--- config.mk ---
export PLATFORM = sky130hd
export DESIGN_NAME = cmd_execute_flat
export DESIGN_NICKNAME = d
export VERILOG_FILES = /design/src/verilog/esp_link_pkg.sv /design/src/verilog/cmd_if.sv /design/src/verilog/cmd_execute.sv /design/src/flat_wrapper.sv
export SDC_FILE = /design/constraint.sdc
export NUM_CORES = 1
export LEC_CHECK = 0
export BUFFER_PORTS_ARGS = -buffer_cell sky130_fd_sc_hd__buf_4
export CORE_UTILIZATION = 50
export DETAILED_ROUTE_END_ITERATION = 10
export GPL_TIMING_DRIVEN = 0
export PLACE_DENSITY = 0.73
export SETUP_SLACK_MARGIN = 0.1
export SLEW_MARGIN = 20
export SYNTH_ARGS = -nofsm -noshare
export SYNTH_HDL_FRONTEND = slang
export SYNTH_SLANG_ARGS = --single-unit
--- constraint.sdc ---
create_clock -name clk -period 4.08 [get_ports clk]
set_clock_uncertainty 0.05 [all_clocks]
set_input_delay 0.408 -clock clk [delete_from_list [all_inputs] [get_ports clk]]
set_output_delay 0.408 -clock clk [all_outputs]
set_load 0.1 [all_outputs]
--- src/verilog/esp_link_pkg.sv ---
`default_nettype none

package esp_link_pkg;

  typedef logic [7:0]  byte_t;
  typedef logic [23:0] color_t;
  // Blue, green, red from bit 2 down
  typedef logic [2:0]  led_t;
  typedef logic [2:0]  row_idx_t;
  typedef logic [1:0]  param_cnt_t;

  typedef enum logic {
    parse_idle,
    parse_params
  } parse_state_t;

  // Command codes sent by the coprocessor
  localparam byte_t cmd_get_cookie       = 8'd0;
  localparam byte_t cmd_get_version      = 8'd15;
  localparam byte_t cmd_set_screen_color = 8'd17;
  localparam byte_t cmd_send_keyb        = 8'd19;
  localparam byte_t cmd_set_led          = 8'd26;
  localparam byte_t cmd_set_esp_status   = 8'd32;

  localparam int KEYB_ROWS = 8;

  function automatic logic cmd_known(input byte_t code);
    case (code)
      cmd_get_cookie, cmd_get_version, cmd_set_screen_color,
      cmd_send_keyb, cmd_set_led, cmd_set_esp_status: return 1'b1;
      default: return 1'b0;
    endcase
  endfunction

  // Parameter bytes that follow each command byte
  function automatic param_cnt_t cmd_param_count(input byte_t code);
    case (code)
      cmd_set_screen_color: return 2'd3;
      cmd_send_keyb:        return 2'd2;
      cmd_set_led:          return 2'd1;
      cmd_set_esp_status:   return 2'd1;
      default:              return 2'd0;
    endcase
  endfunction

endpackage

`default_nettype wire

--- src/verilog/cmd_if.sv ---
`timescale 1ns/10ps
`default_nettype none

interface cmd_if;
  import esp_link_pkg::*;

  // One-clock strobe, the fields hold until the next one
  logic  trigger;
  byte_t cmd;
  byte_t param0;
  byte_t param1;
  byte_t param2;

  modport decoder (output trigger, cmd, param0, param1, param2);
  modport executor (input trigger, cmd, param0, param1, param2);
  modport responder (input trigger, cmd);

endinterface

`default_nettype wire

--- src/verilog/cmd_execute.sv ---
`timescale 1ns/10ps
`default_nettype none

module cmd_execute (
  input  logic                 clk,
  input  logic                 cass_out_sel_n,
  cmd_if.executor              cmd_bus,
  output esp_link_pkg::led_t   led,
  output esp_link_pkg::byte_t  esp_status,
  output esp_link_pkg::color_t screen_color,
  output logic                 key_pressed
);
  import esp_link_pkg::*;

  byte_t    keyb_rows [KEYB_ROWS];
  row_idx_t row_sel;
  logic     any_key;

  assign row_sel = cmd_bus.param0[2:0];

  always_ff @(posedge clk or negedge cass_out_sel_n) begin
    if (!cass_out_sel_n) begin
      led          <= 3'b000;
      esp_status   <= 8'h00;
      screen_color <= 24'hFFFFFF;
      for (int i = 0; i < KEYB_ROWS; i++)
        keyb_rows[i] <= 8'h00;
    end else if (cmd_bus.trigger) begin
      case (cmd_bus.cmd)
        cmd_set_led:          led <= cmd_bus.param0[2:0];
        cmd_set_esp_status:   esp_status <= cmd_bus.param0;
        // Red comes first on the wire
        cmd_set_screen_color: screen_color <= {cmd_bus.param0, cmd_bus.param1, cmd_bus.param2};
        cmd_send_keyb:        keyb_rows[row_sel] <= cmd_bus.param1;
        default: ;
      endcase
    end
  end

  // Any key down anywhere in the matrix
  always_comb begin
    any_key = 1'b0;
    for (int i = 0; i < KEYB_ROWS; i++)
      any_key = any_key | (|keyb_rows[i]);
  end

  assign key_pressed = any_key;

endmodule

`default_nettype wire

--- src/flat_wrapper.sv ---
// flat-port wrapper written by rule: the top's interface ports become plain ports
module cmd_execute_flat import esp_link_pkg::*;
  (clk, cass_out_sel_n, led, esp_status, screen_color, key_pressed, cmd_bus_trigger, cmd_bus_cmd, cmd_bus_param0, cmd_bus_param1, cmd_bus_param2);
  cmd_if cmd_bus_i ();
  input  logic clk;
  input  logic cass_out_sel_n;
  output esp_link_pkg::led_t led;
  output esp_link_pkg::byte_t esp_status;
  output esp_link_pkg::color_t screen_color;
  output logic key_pressed;
  input wire logic [$bits(cmd_bus_i.trigger)-1:0] cmd_bus_trigger;
  input wire logic [$bits(cmd_bus_i.cmd)-1:0] cmd_bus_cmd;
  input wire logic [$bits(cmd_bus_i.param0)-1:0] cmd_bus_param0;
  input wire logic [$bits(cmd_bus_i.param1)-1:0] cmd_bus_param1;
  input wire logic [$bits(cmd_bus_i.param2)-1:0] cmd_bus_param2;
  assign cmd_bus_i.trigger = cmd_bus_trigger;
  assign cmd_bus_i.cmd = cmd_bus_cmd;
  assign cmd_bus_i.param0 = cmd_bus_param0;
  assign cmd_bus_i.param1 = cmd_bus_param1;
  assign cmd_bus_i.param2 = cmd_bus_param2;
  cmd_execute u_core (.clk(clk), .cass_out_sel_n(cass_out_sel_n), .cmd_bus(cmd_bus_i), .led(led), .esp_status(esp_status), .screen_color(screen_color), .key_pressed(key_pressed));
endmodule
==> After elaboration in Yosys (flattened, before gate mapping) <==
Cells that the tools add are included.
{ "classes": {"shift": 0, "n_eq_ne": 4, "bitwise_logic": 8, "addsub": 0, "n_mul": 0, "div_mod_pow": 0, "reduce_logical": 13, "n_mux": 3, "magnitude_cmp": 2} }
{ "ops": {"columns": ["op", "n"], "rows": [
  ["64-bit bitwise mux", 1],
  ["8-bit OR reduction", 8],
  ["8-bit demux with 3-bit select", 1],
  ["8-bit by 5-bit equality test with 1-bit output, second input constant", 3],
  ["8-bit by 6-bit equality test with 1-bit output, second input constant", 1],
  ["8-bit two-way mux", 1],
  ["2-bit AND reduction", 4],
  ["1-bit OR", 7],
  ["4-bit >= comparator, second input constant", 1],
  ["4-bit by 1-bit less-than comparator with 1-bit output, second input constant", 1],
  ["3-bit inverter with 4-bit output", 1],
  ["1-bit logical AND", 1]
]} }
{ "totals": {"rom_bits": 0, "latch_bits": 0, "input_bits": 35, "ram_bits": 0, "memories": 0, "output_inout_bits": 36, "word_cells": 41, "reg_bits": 99} }

==> Depth between registers and ports, before layout <==
Gate-level depths: netlist of the first run.
{ "depth": {"depth_word": 8, "mapped_depth": 6, "mapped_depth_nobuf": 3} }

==> Worst setup path before layout of the first run <==
OpenSTA, ideal clock, no wires.
{ "synth_path": {"kind": "input to register", "start": "input port cmd_bus_cmd[5]", "end": "register u_core.screen_color[10]", "arrival_time_ps": 2053, "setup_time_ps": 82, "cell_stages": 6, "setup_slack_ps": 1895, "n_path_buf": 3, "required_ps": 3948, "path_cell_list": "or4b_1 buf_6 or3b_1 buf_6 buf_6 mux2_4"} }
{ "synth_via": {"elab_chain_cells": 2} }
{ "synth_lines": {"columns": ["element", "line", "text"], "rows": [
  ["start, declared", "flat_wrapper.sv:12", "input wire logic [$bits(cmd_bus_i.cmd)-1:0] cmd_bus_cmd;"],
  ["8-bit by 5-bit equality test with 1-bit output", "cmd_execute.sv:29", "case (cmd_bus.cmd)"],
  ["2-bit AND reduction (no source line)", null, null],
  ["end signal, assigned", "cmd_execute.sv:33", "cmd_set_screen_color: screen_color <= {cmd_bus.param0, cmd_bus.param1, cmd_bus.param2};"],
  ["end, declared", "cmd_execute.sv:10", "output esp_link_pkg::color_t screen_color,"]
]} }
Every way passes these cells.
A chain may end at the register's enable or synchronous reset.

==> Final worst setup path of the first run <==
{ "layout_path": {"start": "register u_core.keyb_rows[56] (netlist name)", "end": "output port key_pressed"} }
{ "layout_via": {"elab_chain_cells": 8} }
{ "layout_lines": {"columns": ["element", "line", "text"], "rows": [
  ["start, declared", "cmd_execute.sv:15", "byte_t keyb_rows [KEYB_ROWS];"],
  ["start signal, assigned by index", "cmd_execute.sv:34", "cmd_send_keyb: keyb_rows[row_sel] <= cmd_bus.param1;"],
  ["8-bit OR reduction", "cmd_execute.sv:44", "any_key = any_key | (|keyb_rows[i]);"],
  ["1-bit OR (7 in a row)", "cmd_execute.sv:44", null],
  ["end, declared", "flat_wrapper.sv:10", "output logic key_pressed;"]
]} }
Every way passes these cells.

==> summary.md, run 1 <==
| Metric | Value |
|---|---|
| Setup ws final | `around 1.5 ns` |
| Slew HR | `38.26%` |
| Worst-skew pair later-pin latency | `0.35 ns` |
| Global route hottest layer | `met2` |
| Synth Net Count | `282` |
| Layout Utilization | `between 60% and 70%` |
| Largest net degree at the start of global routing | `100` |
| Gr ovfl total | `0` |
| Initial drt markers | `78` |
| Synth top area share | `45.09%` |
| Simple-Gate Fraction of Synth Area | `9.708%` |
| Dpl hpwl | `5316 µm` |
| Clock root cell | `clkbuf_8` |
| Hold Crit Class | `input port to async pin` |
| DR vias/cell | `5.521` |
| Max rail drop VDD | `318.6 µV` |
| Yosys warning count | `0` |
| CP Capture Type | `output pin` |
| Grt met3 use | `3.333%` |
| Post-Synth Adder-Cell Area | `0%` |
| Placeable core area | `0.007888 mm²` |
| XOR/XNOR Fraction of Synth Area | `0%` |
| Mapped cell area | `0.004163 mm²` |
| Met2 GRT Util | `29.84%` |
| Port buffer count | `69` |
| Area growth from synthesis to layout | `21.46%` |
| Pre-CTS setup slack | `1.584 ns` |
| Final-report hold violation count | `0` |
| H-tree levels | `3` |
| Met1 Track Usage GR | `27.96%` |
| Setup Buffers After CTS | `0` |
| Worst EP required | `approximately 3.6 ns` |
| WS Path Type | `flop to output pin` |
| Power Density | `398.6 mW/mm²` |
| CTS tree | `built` |
| Post-route cell area | `0.005056 mm²` |
| Area post-placement | `0.004812 mm²` |
| GRT Total Usage | `19.44%` |
| # diodes | `0` |
| Share of layout cells above drive strength 1 | `67.17%` |
| DR vias | `2,396` |
| # Max-Cap Violations | `0` |
| Mean Syn Cell Area | `16.85 µm²` |
| Die Ht | `93.25 µm` |
| DRC | `0` |
| Final wirelength | `7751 µm` |
| FF+latch count, synth | `99` |
| Largest family of logic cells by synthesized area | `multiplexers` |
| Top post-synthesis cells by area | `dfrtp_1 (45%), mux2_2 (21%), dfstp_2 (15%), mux2_4 (7.2%), nor4_4 (4.1%)` |
| First-pass GRT wire length | `about 13,000 µm` |
| Post-synthesis cell count | `247` |
| Die area | `0.008695 mm²` |
| Leading area contributor after synthesis | `dfrtp_1` |
| RSZ-0062 raised after global routing | `no` |
| Total Power | `2015 µW` |
| Unique masters post-synth | `21` |
| # IOs | `71` |
| DIE WIDTH | `93.25 µm` |
| Tcrit/Tclk final | `between 60 and 70%` |
| Leak | `0.002568 µW` |
| Critical path peak fanout | `2` |
| DRT antenna net count | `0` |
| Worst Max-Slew Pin Slew | `approximately 0.9 ns` |
| CTS Sinks | `99` |
| Final setup vio count | `0` |
| Startpoint Class | `flop` |
| Clock slew at reported path FFs | `0.09 ns` |
| Gp weighted congestion | `0.7380` |
| Post_cts resized | `0` |
| Clock Path Buffers | `2` |
| Post-synthesis mux area share | `between 20% and 30%` |
| Final Slew Violations | `0` |
| Post-route setup TNS | `0 ns` |
| Run status | `complete, no violations` |
| Row Count | `32` |
| Hold_buf cts | `0` |
| Tmin final | `2.554 ns` |
| Initial Utilization | `between 50% and 60%` |
| Vias in the first global route | `2,467` |
| Sequential fraction of the synthesis area | `60.23%` |
| Initial antenna violation count | `0` |
| Synth Area in Compound Gates | `0%` |
| Routed WL per cell | `around 18 µm` |
| Critical Path AT | `2.10 ns` |
| Cts bufs inserted | `9` |
| Layout Nets | `362` |
| Pre-antenna DRT Iters | `4` |
| F_max | `around 390 MHz` |
placed cells by master, fill, tap and decap left out, types with 2 or more instances in the layout:
cell type  instances
mux2_2            79
nor4_1            16
buf_4             68
clkbuf_16          3
mux2_4            20
buf_6              5
nor4_4             8
nand4b_1           2
or3b_2             2
and4b_1            2
clkbuf_8          11
inv_1              2
dfrtp_1           75
nand4_1            4
dfstp_2           24
synthesized netlist by cell type:
master    count
nand4b_1      2
dfstp_2      24
nor3_1        1
dfrtp_1      75
nand3b_1      1
mux2_4       20
clkbuf_2      1
or4b_1        1
or3b_2        2
nor4_4        8
nor4b_1       1
mux2_2       79
or3b_1        1
buf_1         1
nand4_1       4
nor4_1       16
or4_1         1
buf_6         4
or3_1         1
inv_1         2
and4b_1       2
per-layer routing:
| layer | share of wire (%) | vias up | wire [µm] |
|---|---|---|---|
| met5 | 0 | - | 0 |
| met2 | 46 | 66 | 3558 |
| met1 | 48 | 1231 | 3714 |
| met4 | 1.2 | 0 | 94 |
| met3 | 5.0 | 8 | 384 |
| li1 | - | 1091 | - |
final cells by class:
class                           instances  area, µm²
Buffer                                  6      53.80
Clock buffer                           14      226.5
Clock inverter                          2      17.52
Fill cell                             584       2831
Inverter                                2      7.507
Multi-Input combinational cell        140       1594
Sequential cell                        99       2507
Tap cell                              102      127.6
Timing Repair Buffer                   69      521.8
cell families (layout without fill, tap and decap cells):
family        count (synthesis)  count (layout)
flops                        99              99
buf+inv                       8              93
mux                          99              99
simple gates                 41              41
power breakdown:
group / switching [µW] / internal [µW] / total, µW
sequential: 11.5 / 1010 / 1020
combinational: 219 / 77.3 / 297
clock: 326 / 370 / 696
worst paths after layout:
path / start / to / slack [ns] / depth (start not counted)
hold reg to reg: u_core.esp_status[1] / u_core.esp_status[1] / 0.46 / 1
min in group clk: cmd_bus_param2[4] / u_core.screen_color[4] / 0.23 / 2
hold / removal: cass_out_sel_n / u_core.esp_status[0] / 0.08 / 1
max in group asynchronous: cass_out_sel_n / u_core.keyb_rows[35] / 3.32 / 1
setup reg to reg: u_core.esp_status[5] / u_core.esp_status[5] / 3.25 / 1
setup / recovery: u_core.keyb_rows[56] / key_pressed / 1.53 / 4
registers in the layout, indices dropped and copies added, names as in the netlist:
name                 flops
u_core.esp_status        8
u_core.led               3
u_core.keyb_rows        64
u_core.screen_color     24
through the flow:
stage                     std cells  hold slack [ns]
after floorplan                 247          0.06241
after global placement          418           0.4404
after detailed placement        418           0.4465
after CTS                       434           0.1293
after global routing            434           0.1512
final                           434          0.08184
worst max-delay path: stages (launching register included):
cell and delay, ns:
dfrtp_1 0.39, nor4_1 0.35, nand4_1 0.17, or4_1 0.58, buf_4 0.26
No activity file was read; power rests on OpenSTA's default activity.
==> run 2, diff against run 1 <==
--- a/config.mk
+++ b/config.mk
@@ -5,6 +5,7 @@
 export SDC_FILE = /design/constraint.sdc
 export NUM_CORES = 1
 export LEC_CHECK = 0
+export ABC_AREA = 1
 export BUFFER_PORTS_ARGS = -buffer_cell sky130_fd_sc_hd__buf_4
 export CORE_UTILIZATION = 50
 export DETAILED_ROUTE_END_ITERATION = 10
==> constraint.sdc (replaced) <==
create_clock -name clk -period 2.5 [get_ports clk]
set_clock_uncertainty 0.05 [all_clocks]
set_input_delay 0.25 -clock clk [delete_from_list [all_inputs] [get_ports clk]]
set_output_delay 0.25 -clock clk [all_outputs]
set_load 0.1 [all_outputs]
==> run 2 against run 1 <==
Effect of this change: synthesized area increased by 8.2%; worst setup slack worse by 0.90 ns; wire length rose by 42%; largest power group unchanged; global-route usage rose by 5.4 points; core utilization fell by 3.4 points; design area grew 4.7%; highest routed layer unchanged.
==> summary.md, run 2 <==
| Metric | Value |
|---|---|
| Slew HR | `41.52% (+3.3 points)` |
| H-tree levels | `3 (unchanged)` |
| Unique masters post-synth | `23 (+9.5%)` |
| Top post-synthesis cells by area | `dfrtp_1 (42%), nand2_1 (18%), dfstp_2 (14%), nand4_1 (8.9%), nor2_1 (3.7%)` |
| Final Slew Violations | `0 (unchanged)` |
| DIE WIDTH | `96.93 µm (+3.9%)` |
| Max rail drop VDD | `405.8 µV (+27%)` |
| # Max-Cap Violations | `0 (unchanged)` |
| Worst-skew pair later-pin latency | `0.36 ns (about the same)` |
| Row Count | `34 (+6.3%)` |
| Wire length on met1 | `4967 µm (+34%)` |
| Cts bufs inserted | `9 (unchanged)` |
| Run status | `complete, no violations` |
| Pre-antenna DRT Iters | `4 (unchanged)` |
| Synth Net Count | `563 (+100%)` |
| Asr flop ratio synth | `100.0% (unchanged)` |
| Gp weighted congestion | `0.7672 (+4.0%)` |
| Total Power | `3228 µW (+60%)` |
| WS Path Type | `flop to output pin` |
| Post-route setup TNS | `0 ns (unchanged)` |
| CTS Sinks | `99 (unchanged)` |
| Placeable core area | `0.008721 mm² (+11%)` |
| Yosys warning count | `0 (unchanged)` |
| Clock root cell | `clkbuf_8` |
| Sequential fraction of the synthesis area | `55.65% (-4.6 points)` |
| # diodes | `0 (unchanged)` |
| Synth top cells by count | `nand2_1 (221), dfrtp_1 (75), nand4_1 (64), nor2_1 (45), nand3_1 (32)` |
| CP delay by family, top | `simple AND/OR/NAND/NOR gates` |
| FF+latch count, synth | `99 (unchanged)` |
| Critical-path top delay cell | `dfrtp_1` |
| Final wirelength | `11,010 µm (+42%)` |
| Final-report hold violation count | `0 (unchanged)` |
| Setup ws final | `0.6262 ns (-0.8994 ns)` |
| Critical Path AT | `1.57 ns (-0.53 ns)` |
| Most used flip-flop cell after synthesis | `dfrtp_1` |
| EDFF count, synth | `0 (unchanged)` |
| Clock slew at reported path FFs | `0.10 ns (about the same)` |
| Most common cell after layout, fill and taps aside | `nand2_1` |
| Worst EP required | `2.20 ns (-1.42 ns)` |
| Placed cells | `695 (+66%)` |
| # IOs | `71 (unchanged)` |
| Mean Syn Cell Area | `8.533 µm² (-49%)` |
| Die Ht | `96.93 µm (+3.9%)` |
| Worst Max-Slew Pin Slew | `0.8772 ns (-0.04898 ns)` |
| DR vias/cell | `5.420 (-1.8%)` |
| Leading area contributor after synthesis | `dfrtp_1` |
| Most common cell in the netlist | `nand2_1` |
| DRT antenna net count | `0 (unchanged)` |
| Largest net degree at the start of global routing | `100 (unchanged)` |
| Leak | `0.002898 µW (+13%)` |
| Max layer used | `met4` |
| Port buffer count | `59 (-14%)` |
| RSZ-0062 raised after global routing | `no` |
| Post-synthesis cell count | `528 (+110%)` |
| First-pass GRT wire length | `18,600 µm (+47%)` |
| Mapped cell area | `0.004506 mm² (+8.2%)` |
| Area growth from synthesis to layout | `17.44%` |
| Setup Buffers After CTS | `0 (unchanged)` |
| Tmin final | `1.874 ns` |
| Pre-CTS setup slack | `0.8592 ns (-0.7251 ns)` |
| Gr ovfl total | `0 (unchanged)` |
| Top Registers | `u_core.keyb_rows (64), u_core.screen_color (24), u_core.esp_status (8)` |
| Final setup vio count | `0 (unchanged)` |
| Cell-by-cell trace of the critical path | `nor2_1 -> nand2_1 -> nor2_1 -> nand2_1 -> nor2_1 -> nand2_1 -> buf_4` |
| Buf/Inv on CP | `1 (unchanged)` |
| Share of layout cells above drive strength 1 | `23.51% (-44 points)` |
| Most frequent cells in the layout | `nand2_1 (221), dfrtp_1 (75), nand4_1 (64)` |
| Non-filler cells, final | `712 (+64%)` |
| Met3 WL | `795 µm (+110%)` |
| Clock Path Buffers | `2 (unchanged)` |
| Die area | `0.009394 mm² (+8.0%)` |
| Initial antenna violation count | `0 (unchanged)` |
| F_max | `approximately 530 MHz` |
| Largest Register | `u_core.keyb_rows` |
| Hold Crit Class | `input port to flop` |
| Layout Utilization | `60.67% (-3.4 points)` |
| Initial drt markers | `242 (+210%)` |
| CP Capture Type | `output pin` |
| Startpoint Class | `flop` |
| Layout Nets | `634 (+75%)` |
| DRC | `0 (unchanged)` |
| Max reg flops | `64 (unchanged)` |
| Vias in the first global route | `3,736 (+51%)` |
| CP max stage delay | `0.39 ns (-0.19 ns)` |
| Critical path peak fanout | `2 (unchanged)` |
| Routed wl met2 | `5085 µm (+43%)` |
| Tcrit/Tclk final | `about 75%` |
| Post_cts resized | `0 (unchanged)` |
| DR vias | `3,859 (+61%)` |
| Synth top area share | `41.66% (-3.4 points)` |
| Power Density | `610.0 mW/mm² (+53%)` |
| Dpl hpwl | `7436 µm (+40%)` |
| Routed WL per cell | `15.46 µm (-13%)` |
| CTS tree | `built` |
| GRT Total Usage | `24.80% (+5.4 points)` |
| Initial Utilization | `51.66% (-1.1 points)` |
==> run 2: path summary, 6_finish.rpt <==
check                                              from                      end  slack, ns  depth (start not counted)
worst max register to register  u_core.screen_color[17]  u_core.screen_color[17]       1.69                          2
min in group asynchronous                cass_out_sel_n     u_core.keyb_rows[13]       0.48                          2
worst max-delay path               u_core.keyb_rows[15]              key_pressed       0.63                          7
max in group asynchronous                cass_out_sel_n            u_core.led[1]       1.32                          2
worst min register to register  u_core.screen_color[11]  u_core.screen_color[11]       0.42                          2
worst min-delay path                  cmd_bus_param2[1]   u_core.screen_color[1]       0.05                          3
==> run 2: worst register-to-register path, stage by stage (launching register included) <==
cell     delay, ns
dfstp_2       0.55
nand2_1       0.05
o21ai_0       0.09
==> run 2: cell type report <==
type	instances	area [µm²]
fill	786	3430
sequential	99	2507
multi-input combinational	389	1812
timing repair buffer	60	456.7
buffer	32	156.4
tap	108	135.1
clock buffer	10	127.6
clock inverter	6	66.31
inverter	8	30.03
==> run 2: power breakdown <==
part           switching (µW)  internal (µW)  total, µW
logic                     418            108        525
registers                20.6           1650       1670
clock network             566            465       1030
==> run 2: per-stage QoR <==
step	hold slack (ns)	instance area [µm²]
floorplan	-0.09559	4506
global placement	0.4008	5084
detailed placement	0.3614	5087
CTS	0.03268	5291
global route	0.03375	5291
finish	0.04554	5291
==> run 2: what timing repair did <==
action,CTS,global route
endpoints found under the setup margin,0,0
hold buffers,1,0
hold endpoints to repair,75,0
==> run 2: layer usage <==
layer	GRT usage, %	vias to the layer above
li1	-	1875
met1	33.99	1833
met2	38.35	135
met3	7.659	16
met4	6.544	0
met5	0	-
==> run 2: kinds of logic after synthesis <==
kind of cell	Yosys count	synth area share, %
AOI/OAI and AO/OA	6	0.6665
buffers and inverters	40	4.137
DFF	99	55.65
and+or+nand+nor	383	39.54
