===== src/verilog/esp_link_pkg.sv =====
`default_nettype none

package esp_link_pkg;

  typedef logic [7:0]  byte_t;
  typedef logic [23:0] color_t;
  // Blue, green, red from bit 2 down
  typedef logic [2:0]  led_t;
  typedef logic [2:0]  row_idx_t;
  typedef logic [1:0]  param_cnt_t;

  typedef enum logic {
    parse_idle,
    parse_params
  } parse_state_t;

  // Command codes sent by the coprocessor
  localparam byte_t cmd_get_cookie       = 8'd0;
  localparam byte_t cmd_get_version      = 8'd15;
  localparam byte_t cmd_set_screen_color = 8'd17;
  localparam byte_t cmd_send_keyb        = 8'd19;
  localparam byte_t cmd_set_led          = 8'd26;
  localparam byte_t cmd_set_esp_status   = 8'd32;

  localparam int KEYB_ROWS = 8;

  function automatic logic cmd_known(input byte_t code);
    case (code)
      cmd_get_cookie, cmd_get_version, cmd_set_screen_color,
      cmd_send_keyb, cmd_set_led, cmd_set_esp_status: return 1'b1;
      default: return 1'b0;
    endcase
  endfunction

  // Parameter bytes that follow each command byte
  function automatic param_cnt_t cmd_param_count(input byte_t code);
    case (code)
      cmd_set_screen_color: return 2'd3;
      cmd_send_keyb:        return 2'd2;
      cmd_set_led:          return 2'd1;
      cmd_set_esp_status:   return 2'd1;
      default:              return 2'd0;
    endcase
  endfunction

endpackage

`default_nettype wire


===== src/verilog/cmd_if.sv =====
`timescale 1ns/10ps
`default_nettype none

interface cmd_if;
  import esp_link_pkg::*;

  // One-clock strobe, the fields hold until the next one
  logic  trigger;
  byte_t cmd;
  byte_t param0;
  byte_t param1;
  byte_t param2;

  modport decoder (output trigger, cmd, param0, param1, param2);
  modport executor (input trigger, cmd, param0, param1, param2);
  modport responder (input trigger, cmd);

endinterface

`default_nettype wire


===== src/verilog/cmd_decoder.sv =====
`timescale 1ns/10ps
`default_nettype none

module cmd_decoder (
  input  logic                clk,
  input  logic                cass_out_sel_n,
  input  esp_link_pkg::byte_t byte_in,
  input  logic                byte_valid,
  output logic                cmd_error,
  cmd_if.decoder              cmd_bus
);
  import esp_link_pkg::*;

  parse_state_t state;
  param_cnt_t   remaining;
  param_cnt_t   slot;
  byte_t        pend_cmd;
  byte_t        param_store [0:1];
  logic         cmd_byte;
  logic         short_cmd;
  logic         last_param;

  assign cmd_byte   = byte_valid && (state == parse_idle);
  // Known command with nothing to wait for
  assign short_cmd  = cmd_byte && cmd_known(byte_in) && (cmd_param_count(byte_in) == 2'd0);
  assign last_param = byte_valid && (state == parse_params) && (remaining == 2'd1);

  always_ff @(posedge clk or negedge cass_out_sel_n) begin
    if (!cass_out_sel_n) begin
      state           <= parse_idle;
      remaining       <= 2'd0;
      slot            <= 2'd0;
      cmd_error       <= 1'b0;
      cmd_bus.trigger <= 1'b0;
    end else begin
      cmd_bus.trigger <= short_cmd || last_param;
      if (byte_valid) begin
        case (state)
          parse_idle: begin
            slot <= 2'd0;
            if (!cmd_known(byte_in)) begin
              cmd_error <= 1'b1;
            end else if (cmd_param_count(byte_in) != 2'd0) begin
              remaining <= cmd_param_count(byte_in);
              state     <= parse_params;
            end
          end
          parse_params: begin
            slot <= slot + 2'd1;
            if (remaining == 2'd1)
              state <= parse_idle;
            else
              remaining <= remaining - 2'd1;
          end
          default: state <= parse_idle;
        endcase
      end
    end
  end

  // Parameters collect here and are published together with trigger
  always_ff @(posedge clk) begin
    if (cmd_byte)
      pend_cmd <= byte_in;
    if (byte_valid && (state == parse_params) && !slot[1])
      param_store[slot[0]] <= byte_in;

    if (short_cmd)
      cmd_bus.cmd <= byte_in;

    if (last_param) begin
      cmd_bus.cmd    <= pend_cmd;
      cmd_bus.param0 <= (slot == 2'd0) ? byte_in : param_store[0];
      cmd_bus.param1 <= (slot == 2'd1) ? byte_in : param_store[1];
      cmd_bus.param2 <= byte_in;
    end
  end

endmodule

`default_nettype wire


===== src/flat_wrapper.sv =====
// flat-port wrapper written by rule: the top's interface ports become plain ports
module cmd_decoder_flat import esp_link_pkg::*;
  (clk, cass_out_sel_n, byte_in, byte_valid, cmd_error, cmd_bus_trigger, cmd_bus_cmd, cmd_bus_param0, cmd_bus_param1, cmd_bus_param2);
  cmd_if cmd_bus_i ();
  input  logic clk;
  input  logic cass_out_sel_n;
  input  esp_link_pkg::byte_t byte_in;
  input  logic byte_valid;
  output logic cmd_error;
  output wire logic [$bits(cmd_bus_i.trigger)-1:0] cmd_bus_trigger;
  output wire logic [$bits(cmd_bus_i.cmd)-1:0] cmd_bus_cmd;
  output wire logic [$bits(cmd_bus_i.param0)-1:0] cmd_bus_param0;
  output wire logic [$bits(cmd_bus_i.param1)-1:0] cmd_bus_param1;
  output wire logic [$bits(cmd_bus_i.param2)-1:0] cmd_bus_param2;
  assign cmd_bus_trigger = cmd_bus_i.trigger;
  assign cmd_bus_cmd = cmd_bus_i.cmd;
  assign cmd_bus_param0 = cmd_bus_i.param0;
  assign cmd_bus_param1 = cmd_bus_i.param1;
  assign cmd_bus_param2 = cmd_bus_i.param2;
  cmd_decoder u_core (.clk(clk), .cass_out_sel_n(cass_out_sel_n), .byte_in(byte_in), .byte_valid(byte_valid), .cmd_error(cmd_error), .cmd_bus(cmd_bus_i));
endmodule

===== config.mk =====
export PLATFORM = sky130hd
export DESIGN_NAME = cmd_decoder_flat
export DESIGN_NICKNAME = d
export VERILOG_FILES = /design/src/verilog/esp_link_pkg.sv /design/src/verilog/cmd_if.sv /design/src/verilog/cmd_decoder.sv /design/src/flat_wrapper.sv
export SDC_FILE = /design/constraint.sdc
export NUM_CORES = 1
export LEC_CHECK = 0
export BUFFER_PORTS_ARGS = -buffer_cell sky130_fd_sc_hd__buf_2
export CAP_MARGIN = 20
export CELL_PAD_IN_SITES_DETAIL_PLACEMENT = 0
export CELL_PAD_IN_SITES_GLOBAL_PLACEMENT = 1
export CORE_UTILIZATION = 48
export CTS_CLUSTER_DIAMETER = 200
export DETAILED_ROUTE_END_ITERATION = 12
export PLACE_DENSITY = 0.81
export SKIP_CTS_REPAIR_TIMING = 1
export SYNTH_ARGS = -nofsm -noshare
export SYNTH_HDL_FRONTEND = slang
export SYNTH_SLANG_ARGS = --single-unit

===== constraint.sdc =====
create_clock -name clk -period 4.4 [get_ports clk]
set_clock_uncertainty 0.05 [all_clocks]
set_input_delay 0.22 -clock clk [delete_from_list [all_inputs] [get_ports clk]]
set_output_delay 0.22 -clock clk [all_outputs]
set_load 0.01 [all_outputs]

# [After elaboration in Yosys (flattened, before gate mapping)]
# Memory sizes are Yosys's and may differ from the RTL's. A register that Yosys moved wholly into a read port is not among the register bits.
# Index checks and enable logic that the tools add are counted.
# Widths: inputs -> output; s select.
[word_totals] in_bits=11 mem_count=1 elab_cells=58 out_inout_bits=34 ramBits=16 register_bits=31
[mem_list] memory="u_core.param_store" words=2 word_bits=8 rd=2 rd_clocked_by_memory_dff=2 write_ports=1 line="cmd_decoder.sv:18" source="byte_t param_store [0:1];"
[classes] n_mux=20 bitwise_logic=2 n_reduce_logical=16 eq_ne=9 addsub=2
[ops] op="$eq 8x5->1 const B" n=3
[ops] op="$mux 8" n=2
[ops] op="$mux 2" n=6
[ops] op="$eq 8x4->1 const B" n=1
[ops] op="$eq 8x6->1 const B" n=1
[ops] op="$logic_not 8->1" n=1
[ops] op="$mux 1" n=8
[ops] op="$pmux 2 s2" n=2
[ops] op="$logic_and 1x1->1" n=6
[ops] op="$ne 2x2->1 const B" n=3
[ops] op="$pmux 2 s3" n=1
[ops] op="$reduce_or 6->1" n=1
[ops] op="$reduce_and 4->1" n=1
[ops] op="$reduce_bool 2->1" n=2
[ops] op="$reduce_and 3->1" n=1
[ops] op="$add 2x1->2 const B" n=1
[ops] op="$eq 2x1->1 const B" n=1
[ops] op="$logic_not 2->1" n=1
[ops] op="$not 1->1" n=2
[ops] op="$pmux 1 s2" n=1
[ops] op="$reduce_or 2->1" n=1
[ops] op="$sub 2x1->2 const B" n=1
[ops] op="$logic_not 1->1" n=1
[ops] op="$logic_or 1x1->1" n=1

# [Longest topological paths before layout]
# Gate-level depths: netlist of run 1.
[logic_depth] word_depth=12 depth_mapped=6 depth_no_buf=6

# [Least setup slack after synthesis of run 1]
# OpenSTA, ideal clock, no wires.
[synth_path] kind="register to register" startpoint="reg u_core.remaining[1]" endpoint="reg u_core.cmd_bus.param0[0] (netlist: cmd_bus_param0[0]) (read register of u_core.param_store), enable pin" synth_period_minus_slack_ps=1956 stages_incl_launch_ff=5 t_required_ps=3971 path_slack_ps=2444 t_arrival_ps=1526 path_buffers=0 setup_time_ps=379 cell_sequence="dfrtp_1 > inv_1 > ha_1 > nand3_1 > inv_1"
[synth_via] elab_chain_cells=2
[synth_lines] element="start: declaration" line="cmd_decoder.sv:15" source="param_cnt_t remaining;"
[synth_lines] element="start signal: assignment" line="cmd_decoder.sv:44" source="remaining <= cmd_param_count(byte_in);"
[synth_lines] element="start signal: assignment" line="cmd_decoder.sv:53" source="remaining <= remaining - 2'd1;"
[synth_lines] element="$eq 2x1->1" line="cmd_decoder.sv:26" source="assign last_param = byte_valid && (state == parse_params) && (remaining == 2'd1);"
[synth_lines] element="$logic_and 1x1->1" line="cmd_decoder.sv:26"
[synth_lines] element="via u_core.last_param" line="cmd_decoder.sv:21" source="logic last_param;"
[synth_lines] element="end: declaration" line="cmd_if.sv:14" source="modport decoder (output trigger, cmd, param0, param1, param2);"
# The timed path passes the listed nets, and every way through them passes these cells.
# A chain may end at the register's enable or synchronous reset.

# [Worst setup path in the final report of run 1]
[layout_path] startpoint="reg u_core.remaining[1]" endpoint="reg u_core.cmd_bus.param1[3] (netlist: cmd_bus_param1[3]) (read register of u_core.param_store), enable pin"
[layout_via] elab_chain_cells=2
[layout_lines] element="$eq 2x1->1" line="cmd_decoder.sv:26"
[layout_lines] element="$logic_and 1x1->1" line="cmd_decoder.sv:26"
[layout_lines] element="via u_core.last_param" line="cmd_decoder.sv:21"
[layout_lines] element="end: declaration" line="cmd_if.sv:14"
# The timed path passes the listed nets, and every way through them passes these cells.

==> flow_summary_export.csv, run 1 <==
group,metric,value,unit
status,outcome,"finished, violations left",
status,failed_checks,"design-rule violations",
power_and_ir_drop,p_total,1.64,mW
timing,grt_setup_unrepaired,"false",
synthesis,count_of_yosys_warnings_during_synthesis,0,
clocking,clk_pin_slew,70,ps
timing,achievable-frequency,422,MHz
final_layout,nNetsFinal,201,
synthesis,syn_area_cell,16.9,sq um
timing,timing.final.crit_period,2370,ps
synthesis,synth_largest_type_area_fraction,52.6,%
timing,whs,112,ps
timing,final-setup-viol-count,0,
grt,grt_antenna_before_repair,0,
critical_path,crit-reg2reg-capture,"cmd_bus_param1[3]",
detailed_routing,dr.pass1.iters,8,
floorplan,die_h,71.0,um
critical_path,r2r_cells,4,
timing,slew_headroom,35.5,%
placement,gp_congestion,0.789,
grt,grt_first_pass_wirelength,6470,um
grt,gr-total-overflow,0,
critical_path,worst-endpoint-required,4300,ps
floorplan,initial_core_utilization,51.0,%
detailed_routing,route.final.wire_length,3980,um
run,timing.max_cap.violations,0,
placement,port_buffers,44,
grt,grt.total_usage,17.7,%
detailed_routing,detail-route-antenna-nets,0,
synthesis,synth.lib_cells_used.distinct,32,
final_layout,final_cell_mix,"sky130_fd_sc_hd__buf_2, sky130_fd_sc_hd__edfxtp_1, sky130_fd_sc_hd__mux2_2, sky130_fd_sc_hd__dfxtp_1, sky130_fd_sc_hd__clkbuf_8",
final_layout,final_layout_size_suffix_gt1_share,45.9,%
floorplan,design.die.area,5040,sq um
critical_path,crit-reg2reg-launch,"u_core.remaining[1]",
final_layout,layout-area-overhead-vs-synth,22.0,%
final_layout,post-route-cell-area,2790,sq um
final_layout,filler_cell_count,325,
critical_path,critical_path.endpoint_type,"register",
final_layout,seq_area,1700,sq um
timing,post-route-period-util,53.9,%
clocking,numCtsBuffers,9,
detailed_routing,routedWlPerCell,16.2,um
timing,drv_slew,0,
power_and_ir_drop,power_density,589,nW/um^2
synthesis,synthDominantAreaCellType,"sky130_fd_sc_hd__edfxtp_1",
clocking,htreeDepth,3,
final_layout,antenna_cells,0,
critical_path,cp-startpoint,"u_core.remaining[1]",
synthesis,synth_area_leaders,"sky130_fd_sc_hd__edfxtp_1, sky130_fd_sc_hd__dfxtp_1, sky130_fd_sc_hd__mux2_2",
power_and_ir_drop,power.ir.vdd_worst,0.316,mV
critical_path,timing_worst_setup_path_type,"reg -> reg",
floorplan,floorplan.io_pins,45,
synthesis,ys_seq_area_share,74.3,%
timing,totalNegativeSetupSlack,0,ps
clocking,ctsLongestPathBuffers,2,
placement,place_worst_setup_slack,2010,ps
timing,hold_viol,0,
detailed_routing,drt_iter0_drc,71,
synthesis,postSynthRegisterBits,63,
critical_path,nature_of_the_critical_path_startpoint,"register",
timing,tightestPinTransition,966,ps
placement,dp_cells,229,
placement,detailed_place_hpwl,2630,um
synthesis,syn_inst,135,
detailed_routing,vias,1323,
clocking,cts.sinks,63,
clocking,worstSkewPairLatency,320,ps
critical_path,timing.critical_path.fanout_max,25,
timing,smallest_setup_slack_after_layout,2030,ps
floorplan,die_w,71.0,um
final_layout,layout_commonest_cell,"sky130_fd_sc_hd__buf_2",
clocking,cts_root_buffer,"sky130_fd_sc_hd__clkbuf_8",
critical_path,timing.reg2reg.setup_slack,2030,ps
synthesis,post_synthesis_net_count,147,
placement,placed_area,2560,sq um
grt,grt_pass1_vias,1322,
worst_hold_path,hold_wc_path_type,"in -> reg",
detailed_routing,drc,5,
final_layout,fin_util,62.3,%
power_and_ir_drop,cellLeakagePower,1.08,nW
critical_path,worstSetupEndpoint,"cmd_bus_param1[3]",
floorplan,floorplan.rows,24,
synthesis,post_synth_instance_area,2280,sq um
critical_path,arrival,2270,ps
clocking,cts_tree,"built",
floorplan,core_area,4470,sq um
detailed_routing,routed_via_density,5.38,
final_layout,multi_input_comb_area,561,sq um
final_layout,fin_cells,246,
grt,grt_max_degree,26,
[state kept, by name, indices dropped and copies added, names as in the netlist]
name                    flops
cmd_bus_param1              8
u_core.cmd_error            1
u_core.state                1
u_core.cmd_bus.trigger      1
u_core.cmd_bus.param2       8
u_core.cmd_bus.cmd          8
u_core.pend_cmd             8
cmd_bus_param0              8
u_core.remaining            2
u_core.param_store         16
u_core.slot                 2
[how the worst min path moves through the flow]
| stage | startpoint | to | cells after the start |
|---|---|---|---|
| finish | byte_in[4] | u_core.cmd_bus.param2[4] | 1 |
| global route | byte_in[4] | u_core.cmd_bus.param2[4] | 1 |
| CTS | cass_out_sel_n | u_core.slot[1] | 1 |
| detailed placement | cass_out_sel_n | u_core.slot[0] | 1 |
| global placement | cass_out_sel_n | u_core.slot[0] | 1 |
| floorplan | cass_out_sel_n | u_core.cmd_bus.trigger | 0 |
[cells by family after synthesis]
family,share of synthesized area [%]
AOI/OAI and AO/OA,4.22
adders and majority gates,0.548
buffers and inverters,1.15
DFF,74.3
muxes,12.2
and+or+nand+nor,7.56
[area by class of cell]
| cell class | count | share of cell area [%] |
|---|---|---|
| Clock buffer | 10 | 5.34 |
| Clock inverter | 6 | 2.38 |
| Inverter | 5 | 0.674 |
| Multi-Input combinational cell | 65 | 20.1 |
| Sequential cell | 63 | 60.9 |
| Tap cell | 52 | 2.33 |
| Timing Repair Buffer | 45 | 8.26 |
[power by group]
group	switching, mW	internal [mW]
Combinational	0.145	0.132
Clock	0.222	0.297
Sequential	0.0515	0.793
[critical path, cell delays in order, from the launching register on]
cell	delay, ps
sky130_fd_sc_hd__dfrtp_1	380
sky130_fd_sc_hd__inv_1	100
sky130_fd_sc_hd__ha_1	270
sky130_fd_sc_hd__nand3_1	350
sky130_fd_sc_hd__inv_1	840
[per-layer routing]
| layer | GRT usage, % | routed length, um | vias to the layer above |
|---|---|---|---|
| li1 | - | - | 625 |
| met1 | 22.0 | 1840 | 651 |
| met2 | 27.6 | 1900 | 40 |
| met3 | 7.26 | 182 | 7 |
| met4 | 7.33 | 63 | 0 |
| met5 | 0 | 0 | - |
[synth_stat cells]
cell and n:
sky130_fd_sc_hd__edfxtp_1 40, sky130_fd_sc_hd__mux2_2 23, sky130_fd_sc_hd__dfxtp_1 16, sky130_fd_sc_hd__dfrtp_1 7, sky130_fd_sc_hd__inv_1 5, sky130_fd_sc_hd__o21ai_0 5, sky130_fd_sc_hd__nand2_1 4, sky130_fd_sc_hd__nand4_1 3
sky130_fd_sc_hd__a21oi_1 2, sky130_fd_sc_hd__and2_1 2, sky130_fd_sc_hd__clkbuf_1 2, sky130_fd_sc_hd__mux2i_1 2, sky130_fd_sc_hd__nand3_1 2, sky130_fd_sc_hd__nor2b_1 2, sky130_fd_sc_hd__nor3b_1 2, sky130_fd_sc_hd__nor4b_1 2
sky130_fd_sc_hd__a211o_2 1, sky130_fd_sc_hd__a211oi_1 1, sky130_fd_sc_hd__a21bo_1 1, sky130_fd_sc_hd__a31o_2 1, sky130_fd_sc_hd__and3b_1 1, sky130_fd_sc_hd__and4bb_2 1, sky130_fd_sc_hd__ha_1 1, sky130_fd_sc_hd__nand3b_1 1
sky130_fd_sc_hd__nor2_1 1, sky130_fd_sc_hd__nor3_2 1, sky130_fd_sc_hd__o22a_1 1, sky130_fd_sc_hd__o22ai_1 1, sky130_fd_sc_hd__o311a_1 1, sky130_fd_sc_hd__or3_1 1, sky130_fd_sc_hd__or3_4 1, sky130_fd_sc_hd__or4_4 1
No activity file was read; power rests on OpenSTA's default activity.
==> inputs of run 2 (changes only) <==
--- a/config.mk
+++ b/config.mk
@@ -9,10 +9,10 @@
 export CAP_MARGIN = 20
 export CELL_PAD_IN_SITES_DETAIL_PLACEMENT = 0
 export CELL_PAD_IN_SITES_GLOBAL_PLACEMENT = 1
-export CORE_UTILIZATION = 48
+export CORE_UTILIZATION = 44
 export CTS_CLUSTER_DIAMETER = 200
 export DETAILED_ROUTE_END_ITERATION = 12
-export PLACE_DENSITY = 0.81
+export PLACE_DENSITY = 0.75
 export SKIP_CTS_REPAIR_TIMING = 1
 export SYNTH_ARGS = -nofsm -noshare
 export SYNTH_HDL_FRONTEND = slang
==> constraint.sdc (replaced) <==
create_clock -name clk -period 2.5 [get_ports clk]
set_clock_uncertainty 0.05 [all_clocks]
set_input_delay 0.125 -clock clk [delete_from_list [all_inputs] [get_ports clk]]
set_output_delay 0.125 -clock clk [all_outputs]
set_load 0.01 [all_outputs]
==> flow_summary_export.csv, run 2 (synthesis gave the netlist of run 1 again) <==
group,metric,value,unit
final_layout,layout_commonest_cell,"sky130_fd_sc_hd__buf_2",
clocking,cts_root_buffer,"sky130_fd_sc_hd__clkbuf_8",
worst_hold_path,hold-path-endpoint,"u_core.cmd_bus.param2[4]",
final_layout,layout-area-overhead-vs-synth,24.1,%
timing,totalNegativeSetupSlack,0,ps
worst_hold_path,worstHoldPathCells,1,
detailed_routing,vias,1345,
critical_path,path_common_cell,"sky130_fd_sc_hd__inv_1",
timing,whs,9.41,ps
floorplan,die_w,74.0,um
status,outcome,"completed",
power_and_ir_drop,pwr-share-seq,50.8,%
critical_path,critical_path.endpoint_type,"register",
final_layout,nNetsFinal,205,
power_and_ir_drop,power.share.switching,24.1,%
timing,timing.final.crit_period,1920,ps
grt,gr-total-overflow,0,
final_layout,antenna_cells,0,
critical_path,number_of_gates_on_the_worst_path_with_buffers_counted,5,
critical_path,worst-endpoint-required,2470,ps
placement,dp_cells,248,
power_and_ir_drop,power_density,1030,nW/um^2
critical_path,path_buf_inv,3,
critical_path,cp-startpoint,"u_core.remaining[1]",
critical_path,timing.reg2reg.setup_slack,580,ps
final_layout,final_cell_mix,"sky130_fd_sc_hd__buf_2, sky130_fd_sc_hd__edfxtp_1, sky130_fd_sc_hd__mux2_2, sky130_fd_sc_hd__dfxtp_1, sky130_fd_sc_hd__clkbuf_8",
critical_path,crit-reg2reg-capture,"cmd_bus_param1[0]",
critical_path,critical_path.top_delay_family,"buffers and inverters",
critical_path,crit_path_max_incr_delay,380,ps
power_and_ir_drop,power.ir.vdd_worst,0.590,mV
detailed_routing,routed_via_density,5.08,
floorplan,design.die.area,5480,sq um
detailed_routing,dr.pass1.iters,4,
floorplan,initial_core_utilization,47.1,%
critical_path,arrival,1890,ps
power_and_ir_drop,power_switching,0.704,mW
critical_path,crit-reg2reg-launch,"u_core.remaining[1]",
clocking,ctsLongestPathBuffers,2,
power_and_ir_drop,p_clk_share,31.9,%
grt,grt_antenna_before_repair,0,
placement,port_buffers,44,
run,timing.max_cap.violations,0,
timing,hold_viol,0,
detailed_routing,route.final.wire_length,4180,um
critical_path,cpMaxStageDelayCell,"sky130_fd_sc_hd__dfrtp_1",
grt,grt_first_pass_wirelength,6620,um
clocking,clk_pin_slew,60,ps
final_layout,fin_cells,265,
timing,drv_slew,0,
critical_path,critical_path.cell_chain,"inv_1 -> ha_1 -> nand3_1 -> inv_1 -> buf_4",
detailed_routing,detail-route-antenna-nets,0,
power_and_ir_drop,p_int,2.22,mW
critical_path,timing_worst_setup_path_type,"reg -> reg",
timing,post-route-period-util,76.7,%
clocking,numCtsBuffers,9,
critical_path,nature_of_the_critical_path_startpoint,"register",
timing,final-setup-viol-count,0,
final_layout,final_layout_size_suffix_gt1_share,45.5,%
timing,achievable-frequency,522,MHz
grt,grt_pass1_vias,1338,
clocking,cts.sinks,63,
clocking,worstSkewPairLatency,330,ps
clocking,htreeDepth,3,
final_layout,largest_register_ffs,16,
placement,detailed_place_hpwl,2820,um
detailed_routing,drt_iter0_drc,112,
floorplan,floorplan.io_pins,45,
grt,grt.total_usage,17.4,%
clocking,cts_tree,"built",
floorplan,core_area,4850,sq um
floorplan,floorplan.rows,25,
timing,slew_headroom,67.0,%
critical_path,timing.critical_path.fanout_max,14,
floorplan,die_h,74.0,um
power_and_ir_drop,cellLeakagePower,1.11,nW
grt,grt_max_degree,15,
detailed_routing,routedWlPerCell,15.8,um
power_and_ir_drop,comb_power_share,17.3,%
timing,grt_setup_unrepaired,"false",
timing,tightestPinTransition,494,ps
detailed_routing,drc,0,
worst_hold_path,hold_wc_path_type,"in -> reg",
critical_path,r2r_cells,5,
worst_hold_path,worstHoldStart,"byte_in[4]",
placement,gp_congestion,0.760,
[run 2: changes by cell type in the layout (fill, tap and decap cells not counted), sizes merged]
| cell | previous run | this run |
|---|---|---|
| buf | 44 | 48 |
| clkinv | 1 | 3 |
| clkinvlp | 3 | 0 |
| inv | 6 | 5 |
| clkbuf | 10 | 11 |
| bufinv | 1 | 2 |
[run 2: how the worst max path moves through the flow]
stage / end / slack (ps)
finish: cmd_bus_param1[0] / 580
global placement: u_core.cmd_bus.cmd[4] / 500
detailed placement: u_core.cmd_bus.cmd[6] / 430
global route: cmd_bus_param0[3] / 400
CTS: cmd_bus_param0[3] / 550
floorplan: cmd_bus_param0[0] / 540
[run 2: final cells by class]
cell class	count	area (sq um)
multi-input cells	65	561
inverters	5	18.8
clock inverters	5	72.6
fillers	401	2010
clock buffers	11	141
flip-flops and latches	63	1700
well taps	67	83.8
repair buffers	49	260
[run 2: metal layers]
layer	part of all wire, %	GRT usage [%]	wire, um	up-vias
met3	4.5	4.88	187	5
li1	-	-	-	633
met1	45	22.0	1900	664
met4	1.5	11.1	63	0
met2	49	26.5	2030	43
met5	0	0	0	-
[run 2: power by group through the flow]
stage,logic [mW],clock network [mW],registers (mW)
3_5_place_dp,0.513,0,1.51
3_3_place_gp,0.486,0,1.49
2_1_floorplan,0.354,0,1.49
6_report,0.505,0.934,1.49
4_1_cts,0.515,0.951,1.49
5_1_grt,0.566,0.999,1.51
[run 2: through the flow]
step           util [%]  power [mW]  setup WS (ps)  instance area (sq um)
2_1_floorplan         -        1.84            544                   2280
3_3_place_gp       53.8        1.98            500                   2610
3_5_place_dp       53.8        2.02            430                   2610
4_1_cts            58.2        2.95            550                   2820
5_1_grt            58.5        3.07            400                   2830
6_report           58.5        2.93            583                   2830
